**src/oflow_iou_pkg.sv**
```systemverilog
// -------------------------------------------------------------------------
// optical-flow iou package
// default geometry widths, box corner field order, execute FSM states
// -------------------------------------------------------------------------
package oflow_iou_pkg;

	// -------------------------------------------------------------------------
	// default widths
	// -------------------------------------------------------------------------

	// unsigned pixel coordinate
	localparam int COORD_W_DEF = 10;

	// fraction bits of the iou ratio
	localparam int FRAC_W_DEF = 16;

	// -------------------------------------------------------------------------
	// box word layout
	// -------------------------------------------------------------------------

	// field index of each corner, top field first
	// box word is {x_tl, y_tl, x_br, y_br}, bottom-right exclusive
	localparam int X_TL_POS = 3;
	localparam int Y_TL_POS = 2;
	localparam int X_BR_POS = 1;
	localparam int Y_BR_POS = 0;

	// -------------------------------------------------------------------------
	// execute stage FSM
	// -------------------------------------------------------------------------

	// idle    waits for a decoded pair
	// area    registers intersection and union
	// divide  runs the divider, or skips it on zero union
	// hold    offers the raw quotient to the result stage
	typedef enum logic [1:0] {
		CALC_IDLE   = 2'd0,
		CALC_AREA   = 2'd1,
		CALC_DIVIDE = 2'd2,
		CALC_HOLD   = 2'd3
	} calc_state_t;

endpackage
```
**src/oflow_iou_top.sv**
```systemverilog
// -------------------------------------------------------------------------
// optical-flow box iou subsystem
// decode, execute and result stages joined by valid/ready handshakes
// -------------------------------------------------------------------------
`timescale 1ns/1ps

module oflow_iou_top #(
	parameter int COORD_W = oflow_iou_pkg::COORD_W_DEF,
	parameter int FRAC_W  = oflow_iou_pkg::FRAC_W_DEF
) (
	input  logic                   clk,
	input  logic                   reset_N,
	input  logic                   in_valid,
	output logic                   in_ready,
	input  logic [4*COORD_W-1:0]   box_k,
	input  logic [4*COORD_W-1:0]   box_hist,
	output logic                   out_valid,
	input  logic                   out_ready,
	output logic [FRAC_W-1:0]      iou,
	output logic [FRAC_W-1:0]      iou_dist,
	output logic                   degenerate
);

	localparam int A_W = 2*COORD_W + FRAC_W;

	// decode to execute
	logic                 dec_valid, dec_ready;
	logic [2*COORD_W-1:0] area_k, area_hist;
	logic [COORD_W-1:0]   ov_w, ov_h;
	// execute to result
	logic                 ex_valid, ex_ready;
	logic [A_W-1:0]       quotient;
	logic                 zero_union;

	oflow_bbox_decode #(
		.COORD_W (COORD_W)
	) oflow_bbox_decode_i (
		.clk       (clk),
		.reset_N   (reset_N),
		.in_valid  (in_valid),
		.in_ready  (in_ready),
		.box_k     (box_k),
		.box_hist  (box_hist),
		.dec_valid (dec_valid),
		.dec_ready (dec_ready),
		.area_k    (area_k),
		.area_hist (area_hist),
		.ov_w      (ov_w),
		.ov_h      (ov_h)
	);

	oflow_calc_iou #(
		.COORD_W (COORD_W),
		.FRAC_W  (FRAC_W)
	) oflow_calc_iou_i (
		.clk        (clk),
		.reset_N    (reset_N),
		.dec_valid  (dec_valid),
		.dec_ready  (dec_ready),
		.area_k     (area_k),
		.area_hist  (area_hist),
		.ov_w       (ov_w),
		.ov_h       (ov_h),
		.ex_valid   (ex_valid),
		.ex_ready   (ex_ready),
		.quotient   (quotient),
		.zero_union (zero_union)
	);

	oflow_iou_result #(
		.COORD_W (COORD_W),
		.FRAC_W  (FRAC_W)
	) oflow_iou_result_i (
		.clk        (clk),
		.reset_N    (reset_N),
		.ex_valid   (ex_valid),
		.ex_ready   (ex_ready),
		.quotient   (quotient),
		.zero_union (zero_union),
		.out_valid  (out_valid),
		.out_ready  (out_ready),
		.iou        (iou),
		.iou_dist   (iou_dist),
		.degenerate (degenerate)
	);

endmodule

```
**src/oflow_iou_result.sv**
```systemverilog
// -------------------------------------------------------------------------
// iou result stage
// saturates the raw quotient, forms match distance and degenerate flag,
// registered output that holds under back-pressure
// -------------------------------------------------------------------------
`timescale 1ns/1ps

module oflow_iou_result #(
	parameter int COORD_W = 10,
	parameter int FRAC_W  = 16
) (
	input  logic                          clk,
	input  logic                          reset_N,
	input  logic                          ex_valid,
	output logic                          ex_ready,
	input  logic [2*COORD_W+FRAC_W-1:0]   quotient,
	input  logic                          zero_union,
	output logic                          out_valid,
	input  logic                          out_ready,
	output logic [FRAC_W-1:0]             iou,
	output logic [FRAC_W-1:0]             iou_dist,
	output logic                          degenerate
);

	localparam int A_W = 2*COORD_W + FRAC_W;

	logic [FRAC_W-1:0] sat;

	// ratio of one or more clips to all ones
	assign sat = (|quotient[A_W-1:FRAC_W]) ? '1 : quotient[FRAC_W-1:0];

	// take a result when empty or draining
	assign ex_ready = !out_valid || out_ready;

	always_ff @(posedge clk or negedge reset_N) begin
		if (!reset_N) begin
			out_valid <= 1'b0;
		end else if (ex_ready) begin
			out_valid <= ex_valid;
		end
	end

	// outputs only move on accept, so they hold while stalled
	always_ff @(posedge clk) begin
		if (ex_valid && ex_ready) begin
			if (zero_union) begin
				iou        <= '0;
				iou_dist   <= '1;
				degenerate <= 1'b1;
			end else begin
				iou        <= sat;
				// all ones minus iou
				iou_dist   <= ~sat;
				degenerate <= 1'b0;
			end
		end
	end

endmodule

```
**src/oflow_calc_iou.sv**
```systemverilog
// -------------------------------------------------------------------------
// iou execute stage
// intersection and union areas, divider control, raw quotient hold
// quotient is intersection * 2^FRAC_W / union, unsaturated
// -------------------------------------------------------------------------
`timescale 1ns/1ps

module oflow_calc_iou #(
	parameter int COORD_W = 10,
	parameter int FRAC_W  = 16
) (
	input  logic                          clk,
	input  logic                          reset_N,
	input  logic                          dec_valid,
	output logic                          dec_ready,
	input  logic [2*COORD_W-1:0]          area_k,
	input  logic [2*COORD_W-1:0]          area_hist,
	input  logic [COORD_W-1:0]            ov_w,
	input  logic [COORD_W-1:0]            ov_h,
	output logic                          ex_valid,
	input  logic                          ex_ready,
	output logic [2*COORD_W+FRAC_W-1:0]   quotient,
	output logic                          zero_union
);
	import oflow_iou_pkg::*;

	localparam int A_W = 2*COORD_W + FRAC_W;
	localparam int B_W = 2*COORD_W + 1;

	calc_state_t          state;
	// captured at accept
	logic [B_W-1:0]       sum_r;
	logic [COORD_W-1:0]   ovw_r, ovh_r;
	// registered in area state
	logic [2*COORD_W-1:0] inter_r;
	logic [B_W-1:0]       union_r;
	logic                 union_zero;
	logic                 div_start, div_busy, div_done;
	logic [A_W-1:0]       dividend;
	logic [A_W-1:0]       div_q;

	assign dec_ready  = (state == CALC_IDLE);
	assign ex_valid   = (state == CALC_HOLD);
	assign union_zero = (union_r == '0);
	// intersection in fixed point
	assign dividend   = {inter_r, {FRAC_W{1'b0}}};
	// single pulse, busy and done cover the rest of divide
	assign div_start  = (state == CALC_DIVIDE) && !union_zero && !div_busy && !div_done;

	oflow_iou_div #(
		.A_W (A_W),
		.B_W (B_W)
	) oflow_iou_div_i (
		.clk       (clk),
		.reset_N   (reset_N),
		.div_start (div_start),
		.dividend  (dividend),
		.divisor   (union_r),
		.div_busy  (div_busy),
		.div_done  (div_done),
		.quotient  (div_q)
	);

	// state register and transitions
	always_ff @(posedge clk or negedge reset_N) begin
		if (!reset_N) begin
			state <= CALC_IDLE;
		end else begin
			case (state)
				CALC_IDLE:   if (dec_valid) state <= CALC_AREA;
				CALC_AREA:   state <= CALC_DIVIDE;
				CALC_DIVIDE: if (union_zero || div_done) state <= CALC_HOLD;
				CALC_HOLD:   if (ex_ready) state <= CALC_IDLE;
				default:     state <= CALC_IDLE;
			endcase
		end
	end

	// payload per state
	always_ff @(posedge clk) begin
		if (state == CALC_IDLE && dec_valid) begin
			sum_r <= B_W'(area_k) + B_W'(area_hist);
			ovw_r <= ov_w;
			ovh_r <= ov_h;
		end
		if (state == CALC_AREA) begin
			inter_r <= (2*COORD_W)'(ovw_r) * (2*COORD_W)'(ovh_r);
			// overlap never exceeds either box, no underflow
			union_r <= sum_r - B_W'((2*COORD_W)'(ovw_r) * (2*COORD_W)'(ovh_r));
		end
		if (state == CALC_DIVIDE) begin
			if (union_zero) begin
				quotient   <= '0;
				zero_union <= 1'b1;
			end else if (div_done) begin
				quotient   <= div_q;
				zero_union <= 1'b0;
			end
		end
	end

endmodule

```
**src/oflow_iou_div.sv**
```systemverilog
// -------------------------------------------------------------------------
// sequential restoring divider
// unsigned A_W / B_W, one quotient bit per cycle, MSB first
// done pulses A_W cycles after start, quotient held until next start
// -------------------------------------------------------------------------
`timescale 1ns/1ps

module oflow_iou_div #(
	parameter int A_W = 36,
	parameter int B_W = 21
) (
	input  logic             clk,
	input  logic             reset_N,
	input  logic             div_start,
	input  logic [A_W-1:0]   dividend,
	input  logic [B_W-1:0]   divisor,
	output logic             div_busy,
	output logic             div_done,
	output logic [A_W-1:0]   quotient
);

	localparam int CNT_W = $clog2(A_W + 1);

	// dividend leaves at the top, quotient bits enter at the bottom
	logic [A_W-1:0]     work;
	// partial remainder, always below the divisor
	logic [B_W-1:0]     rem;
	logic [B_W-1:0]     dsor;
	// iterations still to run
	logic [CNT_W-1:0]   cnt;
	logic [B_W:0]       trial;
	logic [B_W:0]       diff;
	logic               q_bit;

	// -------------------------------------------------------------------------
	// one restoring step
	// -------------------------------------------------------------------------

	// bring down next dividend bit
	assign trial = {rem, work[A_W-1]};
	assign q_bit = (trial >= {1'b0, dsor});
	assign diff  = trial - {1'b0, dsor};

	// final quotient sits in the work register once done
	assign quotient = work;

	// -------------------------------------------------------------------------
	// control
	// -------------------------------------------------------------------------

	always_ff @(posedge clk or negedge reset_N) begin
		if (!reset_N) begin
			div_busy <= 1'b0;
			div_done <= 1'b0;
			cnt      <= '0;
		end else begin
			div_done <= 1'b0;
			if (div_start) begin
				div_busy <= 1'b1;
				cnt      <= CNT_W'(A_W);
			end else if (div_busy) begin
				cnt <= cnt - 1'b1;
				// last step lands this edge
				if (cnt == CNT_W'(1)) begin
					div_busy <= 1'b0;
					div_done <= 1'b1;
				end
			end
		end
	end

	// -------------------------------------------------------------------------
	// datapath
	// -------------------------------------------------------------------------

	always_ff @(posedge clk) begin
		if (div_start) begin
			work <= dividend;
			rem  <= '0;
			dsor <= divisor;
		end else if (div_busy) begin
			work <= {work[A_W-2:0], q_bit};
			// restore by keeping the unsubtracted value
			rem  <= q_bit ? diff[B_W-1:0] : trial[B_W-1:0];
		end
	end

endmodule

```
**src/oflow_bbox_decode.sv**
```systemverilog
// -------------------------------------------------------------------------
// box pair decode stage
// splits both box words into corners, clamps inverted boxes to zero size,
// forms both areas and the overlap extent, one-entry registered stage
// -------------------------------------------------------------------------
`timescale 1ns/1ps

module oflow_bbox_decode #(
	parameter int COORD_W = 10
) (
	input  logic                   clk,
	input  logic                   reset_N,
	input  logic                   in_valid,
	output logic                   in_ready,
	input  logic [4*COORD_W-1:0]   box_k,
	input  logic [4*COORD_W-1:0]   box_hist,
	output logic                   dec_valid,
	input  logic                   dec_ready,
	output logic [2*COORD_W-1:0]   area_k,
	output logic [2*COORD_W-1:0]   area_hist,
	output logic [COORD_W-1:0]     ov_w,
	output logic [COORD_W-1:0]     ov_h
);
	import oflow_iou_pkg::*;

	// one corner out of a box word
	function automatic logic [COORD_W-1:0] field(input logic [4*COORD_W-1:0] box,
			input int pos);
		return box[pos*COORD_W +: COORD_W];
	endfunction

	// extent along one axis, zero unless br is past tl
	function automatic logic [COORD_W-1:0] span(input logic [COORD_W-1:0] tl,
			input logic [COORD_W-1:0] br);
		return (br > tl) ? br - tl : '0;
	endfunction

	// clamped box sizes
	logic [COORD_W-1:0]   k_w, k_h;
	logic [COORD_W-1:0]   h_w, h_h;
	// overlap corners
	logic [COORD_W-1:0]   o_x_tl, o_y_tl, o_x_br, o_y_br;
	logic                 accept;

	assign k_w = span(field(box_k, X_TL_POS), field(box_k, X_BR_POS));
	assign k_h = span(field(box_k, Y_TL_POS), field(box_k, Y_BR_POS));
	assign h_w = span(field(box_hist, X_TL_POS), field(box_hist, X_BR_POS));
	assign h_h = span(field(box_hist, Y_TL_POS), field(box_hist, Y_BR_POS));

	// overlap is larger top-left and smaller bottom-right
	// an inverted box always yields an empty overlap here
	assign o_x_tl = (field(box_k, X_TL_POS) > field(box_hist, X_TL_POS)) ?
			field(box_k, X_TL_POS) : field(box_hist, X_TL_POS);
	assign o_y_tl = (field(box_k, Y_TL_POS) > field(box_hist, Y_TL_POS)) ?
			field(box_k, Y_TL_POS) : field(box_hist, Y_TL_POS);
	assign o_x_br = (field(box_k, X_BR_POS) < field(box_hist, X_BR_POS)) ?
			field(box_k, X_BR_POS) : field(box_hist, X_BR_POS);
	assign o_y_br = (field(box_k, Y_BR_POS) < field(box_hist, Y_BR_POS)) ?
			field(box_k, Y_BR_POS) : field(box_hist, Y_BR_POS);

	// take a pair when empty or draining this cycle
	assign in_ready = !dec_valid || dec_ready;
	assign accept = in_valid && in_ready;

	always_ff @(posedge clk or negedge reset_N) begin
		if (!reset_N) begin
			dec_valid <= 1'b0;
		end else if (in_ready) begin
			dec_valid <= in_valid;
		end
	end

	// payload, full-width products
	always_ff @(posedge clk) begin
		if (accept) begin
			area_k    <= (2*COORD_W)'(k_w) * (2*COORD_W)'(k_h);
			area_hist <= (2*COORD_W)'(h_w) * (2*COORD_W)'(h_h);
			ov_w      <= span(o_x_tl, o_x_br);
			ov_h      <= span(o_y_tl, o_y_br);
		end
	end

endmodule

```
**config.mk**
```make
export PLATFORM = sky130hd
export DESIGN_NAME = oflow_iou_top
export DESIGN_NICKNAME = d
export VERILOG_FILES = /design/src/oflow_iou_pkg.sv /design/src/oflow_iou_top.sv /design/src/oflow_iou_result.sv /design/src/oflow_calc_iou.sv /design/src/oflow_iou_div.sv /design/src/oflow_bbox_decode.sv
export SDC_FILE = /design/constraint.sdc
export NUM_CORES = 1
export LEC_CHECK = 0
export ABC_AREA = 1
export BUFFER_PORTS_ARGS = -buffer_cell sky130_fd_sc_hd__clkbuf_2
export CORE_MARGIN = 2
export CORE_UTILIZATION = 55
export DETAILED_ROUTE_END_ITERATION = 6
export PLACE_DENSITY = 0.84
export SYNTH_ARGS = -nofsm -noshare
export SYNTH_HDL_FRONTEND = slang
export SYNTH_SLANG_ARGS = --single-unit
```
**constraint.sdc**
```tcl
create_clock -name clk -period 6.94 [get_ports clk]
set_clock_uncertainty 0.1 [all_clocks]
set_input_delay 0 -clock clk [delete_from_list [all_inputs] [get_ports clk]]
set_output_delay 0 -clock clk [all_outputs]
set_load 0.01 [all_outputs]
```
# Word level (Yosys, flattened, before mapping)
# Index checks and enable logic that the tools add are counted.
[word_totals]
rom_bits = 0
ramBits = 0
out_inout_bits = 35
latchBits = 0
reg_bits = 302
mem_count = 0
[op_classes]
mux = 27
n_shift = 0
n_div = 0
n_addsub = 10
reduce_logical = 21
magnitude_cmp = 11
n_mul = 4
n_eq_ne = 7
n_bitwise = 1
[ops]
columns = ["operator", "n"]
rows = [
  ["2-to-1 mux 36 bit", 3],
  ["> comparator 10 bit", 8],
  ["multiplier 10 x 10 -> 20 bit", 4],
  ["2-to-1 mux 10 bit", 8],
  ["subtractor 10 bit", 6],
  ["greater-or-equal comparator 22 x 21 -> 1 bit", 1],
  ["adder 20 x 20 -> 21 bit", 1],
  ["logical NOT 21 bit", 1],
  ["2-to-1 mux 21 bit", 1],
  ["subtractor 21 x 20 -> 21 bit", 1],
  ["subtractor 21 bit", 1],
  ["< comparator 10 bit", 2],
  ["OR reduction 20 bit", 1],
  ["2-to-1 mux 16 bit", 1],
  ["inverter 16 bit", 1],
  ["2-to-1 mux 6 bit", 2],
  ["2-to-1 mux 1 bit", 8],
  ["one-hot mux 2 bit (4 select lines)", 1],
  ["equality test 6 x 1 -> 1 bit (second input constant)", 1],
  ["logical AND 1 bit", 6],
  ["2-to-1 mux 2 bit", 3],
  ["subtractor 6 x 1 -> 6 bit (second input constant)", 1],
  ["logical NOT 1 bit", 5],
  ["equality test 2 bit (second input constant)", 2],
  ["8 further kinds", 12],
]

# Longest topological paths before layout
[depth]
ltp_word = 6
ltp_mapped = 36
depth_no_buf = 36

# Hierarchy
# From an unflattened synthesis, not the netlist that was laid out.
[unflattened]
cells_unflattened = 4230
hier_area_um2 = 32841.5
[modules_own_cells]
columns = ["mod", "instances", "cells_per_inst", "seq_area_each_um2", "area_per_inst_um2"]
rows = [
  ["oflow_bbox_decode", 1, 1984, 1826.8, 14039.7],
  ["oflow_calc_iou", 1, 1470, 3623.5, 12310.6],
  ["oflow_iou_div", 1, 664, 2332.2, 5056.1],
  ["oflow_iou_result", 1, 112, 1016.0, 1435.1],
]

# Worst setup path after synthesis
# No wires, ideal clock.
[synth_path]
path_type = "input -> register"
startpoint = "input box_k[10]"
endpoint = "register oflow_bbox_decode_i.area_k[15], data pin"
arrival_ns = 5.323
setup_ns = 0.252
path_buffers = 0
path_slack_ns = 1.264
cell_stages = 35
cell_sequence = "inv_1 ha_1 inv_1 fa_1 nand3_1 nand2_1 nand2_1 nand2_1 nand2_2 nand2_1 nand2_1 nand2_2 nand2_4 inv_8 nand3_4 clkinv_2 nand2_1 fa_1 inv_1 fa_1 inv_1 fa_1 inv_1 fa_1 inv_1 fa_1 inv_1 ha_1 nand2_1 o21ai_0 nand3_1 nand2_1 nand2_1 nand3_1 nand2_1"
[synth_via]
elab_chain_len = 3
[synth_lines]
columns = ["element", "line_no", "rtl"]
rows = [
  ["start, declared", "oflow_iou_top.sv:15", "input logic [4*COORD_W-1:0] box_k,"],
  ["subtractor 10 bit / > comparator 10 bit (equally long branches)", "oflow_bbox_decode.sv:35", "return (br > tl) ? br - tl : '0;"],
  ["2-to-1 mux 10 bit *", "oflow_bbox_decode.sv:35", ""],
  ["multiplier 10 x 10 -> 20 bit *", "oflow_bbox_decode.sv:76", "area_k <= (2*COORD_W)'(k_w) * (2*COORD_W)'(k_h);"],
  ["end signal, assigned", "oflow_bbox_decode.sv:76", ""],
  ["end, declared", "oflow_bbox_decode.sv:19", "output logic [2*COORD_W-1:0] area_k,"],
]
# Mark *: on every way between the ends. The rest lies on a longest branch, timed or not.
# A chain may end at the register's enable or synchronous reset.

# Final worst setup path
[layout_path]
startpoint = "input box_hist[20]"
endpoint = "register oflow_bbox_decode_i.area_hist[14], data pin"
[layout_via]
elab_chain_len = 3
[layout_lines]
columns = ["element", "line_no", "rtl"]
rows = [
  ["start, declared", "oflow_iou_top.sv:16", "input logic [4*COORD_W-1:0] box_hist,"],
  ["subtractor 10 bit / > comparator 10 bit (equally long branches)", "oflow_bbox_decode.sv:35", ""],
  ["2-to-1 mux 10 bit *", "oflow_bbox_decode.sv:35", ""],
  ["multiplier 10 x 10 -> 20 bit *", "oflow_bbox_decode.sv:77", "area_hist <= (2*COORD_W)'(h_w) * (2*COORD_W)'(h_h);"],
  ["end signal, assigned", "oflow_bbox_decode.sv:77", ""],
  ["end, declared", "oflow_bbox_decode.sv:20", "output logic [2*COORD_W-1:0] area_hist,"],
]
# Marked as above.

==> run_results.csv <==
group,metric,value,unit
final_layout,final_cell_mix,"807 x nand2_1, 768 x inv_1, 364 x ha_1, 307 x nor2_1, 261 x fa_1",
worst_setup_path,r2r_cells,14,
route,drtIter0Drc,1715,
grt,grt_max_degree,64,
sta,hold_violations,0,
final_layout,num_antenna_cells,0,
clock_network,root_buffer,"clkbuf_16",
final_layout,nets,4514,
sta,setup_viol,0,
worst_setup_path,cp-startpoint,"box_hist[20]",
clock_network,cts_hold_buffers,5,
clock_network,htreeDepth,1,
floorplan,initial_core_util,55.8,%
synthesis,yosysWarningCount,0,
placement,placed_area,32200,sq um
sta,max_freq,164,MHz
synthesis,synth.distinct_cells,54,
synthesis,ys_ff_latch,302,
grt,overflow,0,
grt,grt_antenna_before_repair,0,
final_layout,final_area,33300,sq um
synthesis,synth_area,30800,sq um
placement,dp_cells,4515,
clock_network,cts_sinks,302,
sta,min_period_over_period,88.1,%
synthesis,async_flop_share,3.97,%
worst_setup_path,critPathCapture,"oflow_bbox_decode_i.area_hist[14]",
sta,fin_crit,6.11,ns
final_layout,seq_area,8640,sq um
grt,grt_pass1_vias,23900,
placement,port_buffers,118,
run_status,violations,"design-rule violations",
clock_network,cts_buffers,30,
clock_network,cts.path.max_buffers,3,
worst_hold_path,worstHoldPathType,"in2reg",
grt,grt_pass1_wl,115000,um
floorplan,die_w,241,um
sta,worst_pin_slew,1.10,ns
worst_setup_path,r2r_start,"oflow_calc_iou_i.ovh_r[1]",
floorplan,coreArea,55200,sq um
synthesis,synth_edf_count,253,
clock_network,cts_resized,0,
final_layout,stdcell_count,4576,
route,vias_per_cell,5.30,
route,firstDrtPassIters,7,
floorplan,fp.dieH,241,um
final_layout,drive_gt1_share,6.40,%
synthesis,synth_flop_cell,"edfxtp_1",
synthesis,ys_seq_area_share,28.0,%
worst_setup_path,critPathArrivalTime,6.34,ns
worst_setup_path,r2r-end,"oflow_calc_iou_i.union_r[16]",
grt,grt.total_usage,24.6,%
final_layout,final_common_cell,"nand2_1",
final_layout,multi_input_area,19000,sq um
flow_run,maxCapViolations,0,
clock_network,postCtsSetupRepairBufs,0,
clock_network,clk_latency,0.60,ns
route,drc,1,
sta,tns,0,ns
worst_setup_path,cp.required,7.16,ns
clock_network,path_clk_slew,0.06,ns
floorplan,rows,86,
final_layout,fillCellCount,4653,
synthesis,synth_cells,3691,
final_layout,area_delta_synth_final,8.04,%
route,avgRoutedWirePerCell,15.3,um
route,vias,24300,
floorplan,dieArea,57900,sq um
synthesis,postSynthAreaPerCell,8.35,sq um
worst_setup_path,crit_path_max_fanout,8,
floorplan,pin_count,119,
worst_setup_path,start_kind,"input pin",
synthesis,mappedNetlistNets,4401,
run_status,status,"finished with violations",
route,drtAntennaViolNets,0,
route,wirelength,70200,um
sta,rsz0062_at_grt,"no",
placement,place.detailed.hpwl,57600,um
worst_setup_path,worstSetupPathType,"in2reg",
placement,gp_congestion,1.02,
clock_network,cts_tree,"yes",
worst_setup_path,reg2reg_slack,1.40,ns
sta,maxSlewHeadroom,26.3,%
worst_setup_path,crit_path_end_kind,"flip-flop",
sta,report.final.slew_viol_count,0,
==> per-stage QoR <==
stage / util, % / hold WS, ns / worst slack [ns]
2_1_floorplan: - / -0.396 / 1.26
5_1_grt: 60.3 / 0.0457 / 0.455
3_3_place_gp: 58.4 / -0.197 / 0.797
6_report: 60.3 / 0.0544 / 0.828
4_1_cts: 60.3 / 0.0169 / 0.914
3_5_place_dp: 58.4 / -0.194 / 0.657
==> cells in the mapped netlist (5+ instances only) <==
library cell	count	area [sq um]
o2111ai_1	6	52.6
nand3_1	132	661
nand4_1	32	200
nand3b_1	15	113
nand2_4	7	78.8
a21o_1	12	90.1
a21oi_1	204	1020
or2_2	14	87.6
nor2_4	5	56.3
dfxtp_1	37	741
inv_1	768	2880
o21a_1	15	113
a21boi_0	5	37.5
nor4_1	16	100
nor3_1	27	135
a211oi_1	9	67.6
xnor2_1	47	412
buf_2	5	25.0
fa_1	261	5230
clkbuf_1	44	165
o21ai_0	124	621
dfrtp_1	12	300
xor2_1	73	639
nor2_1	307	1150
o21bai_1	12	90.1
nor2_2	6	37.5
nand2_1	807	3030
o211ai_1	6	45.0
ha_1	365	4570
edfxtp_1	253	7600
inv_2	14	52.6
a31oi_1	13	81.3
==> area by class of cell <==
| class | count | area share (%) |
|---|---|---|
| flip-flops and latches | 302 | 26.0 |
| clock inverters | 16 | 0.519 |
| well taps | 748 | 2.81 |
| multi-input cells | 2550 | 57.2 |
| clock buffers | 40 | 2.49 |
| inverters | 785 | 8.88 |
| repair buffers | 135 | 2.20 |
==> sequential cells by signal, indices dropped and copies added (netlist names) <==
name / cells
oflow_calc_iou_i.union_r: 21
oflow_calc_iou_i.inter_r: 20
oflow_calc_iou_i.oflow_iou_div_i.cnt: 6
oflow_bbox_decode_i.dec_valid: 1
oflow_bbox_decode_i.area_k: 20
oflow_bbox_decode_i.ov_w: 10
oflow_calc_iou_i.ovw_r: 10
oflow_calc_iou_i.oflow_iou_div_i.rem: 21
oflow_iou_result_i.iou: 16
oflow_iou_result_i.degenerate: 1
oflow_calc_iou_i.sum_r: 21
oflow_calc_iou_i.oflow_iou_div_i.div_done: 1
oflow_calc_iou_i.quotient: 36
oflow_iou_result_i.out_valid: 1
oflow_calc_iou_i.ovh_r: 10
oflow_calc_iou_i.oflow_iou_div_i.quotient: 36
oflow_calc_iou_i.state: 2
oflow_calc_iou_i.oflow_iou_div_i.div_busy: 1
oflow_bbox_decode_i.area_hist: 20
oflow_iou_result_i.iou_dist: 16
oflow_calc_iou_i.oflow_iou_div_i.dsor: 21
oflow_bbox_decode_i.ov_h: 10
oflow_calc_iou_i.zero_union: 1
==> cell families (layout without fill, tap and decap cells) <==
kind of cell | after synthesis | after routing | synth area share (%)
adder cells (fa/ha/maj) | 626 | 626 | 31.8
buffers and inverters | 839 | 976 | 10.3
AO/OA/AOI/OAI | 419 | 419 | 7.55
flip-flops | 302 | 302 | 28.0
XOR/XNOR | 120 | 120 | 3.41
AND/OR/NAND/NOR | 1385 | 1385 | 18.9
==> worst min path at each step <==
stage | startpoint | end | slack, ns | cells past startpoint
after global placement | reset_N | oflow_bbox_decode_i.dec_valid | -0.20 | 1
after floorplan | reset_N | oflow_bbox_decode_i.dec_valid | -0.40 | 0
after global routing | box_hist[30] | oflow_bbox_decode_i.ov_w[0] | 0.05 | 5
after detailed placement | reset_N | oflow_bbox_decode_i.dec_valid | -0.19 | 1
after CTS | box_hist[30] | oflow_bbox_decode_i.ov_w[0] | 0.02 | 5
final | box_hist[30] | oflow_bbox_decode_i.ov_w[0] | 0.05 | 5
==> routing by layer <==
metal | wire, um | GRT usage [%]
met2 | 33300 | 42.3
met4 | 2740 | 9.50
met3 | 4580 | 2.96
met1 | 29600 | 31.9
met5 | 0 | 0
==> critical path: stages <==
cell and delay (ns):
dlygate4sd3_1 0.55, clkbuf_2 0.14, ha_1 0.24, fa_1 0.43, inv_1 0.09, nand3_1 0.07
nand4_1 0.10, nand2_2 0.10, nor2_1 0.43, nand2_1 0.16, fa_1 0.56, inv_1 0.06
fa_1 0.50, inv_1 0.06, fa_1 0.52, inv_1 0.05, fa_1 0.47, inv_1 0.05
fa_1 0.53, inv_1 0.05, ha_1 0.36, nand2_1 0.09, nor2_1 0.21, nand3_1 0.12
nand3_1 0.16, a21oi_1 0.10, xnor2_1 0.13
Power is left out: the tool's default activity adds up to more than one toggle a clock period on the data nets, which glitch-free logic cannot reach.
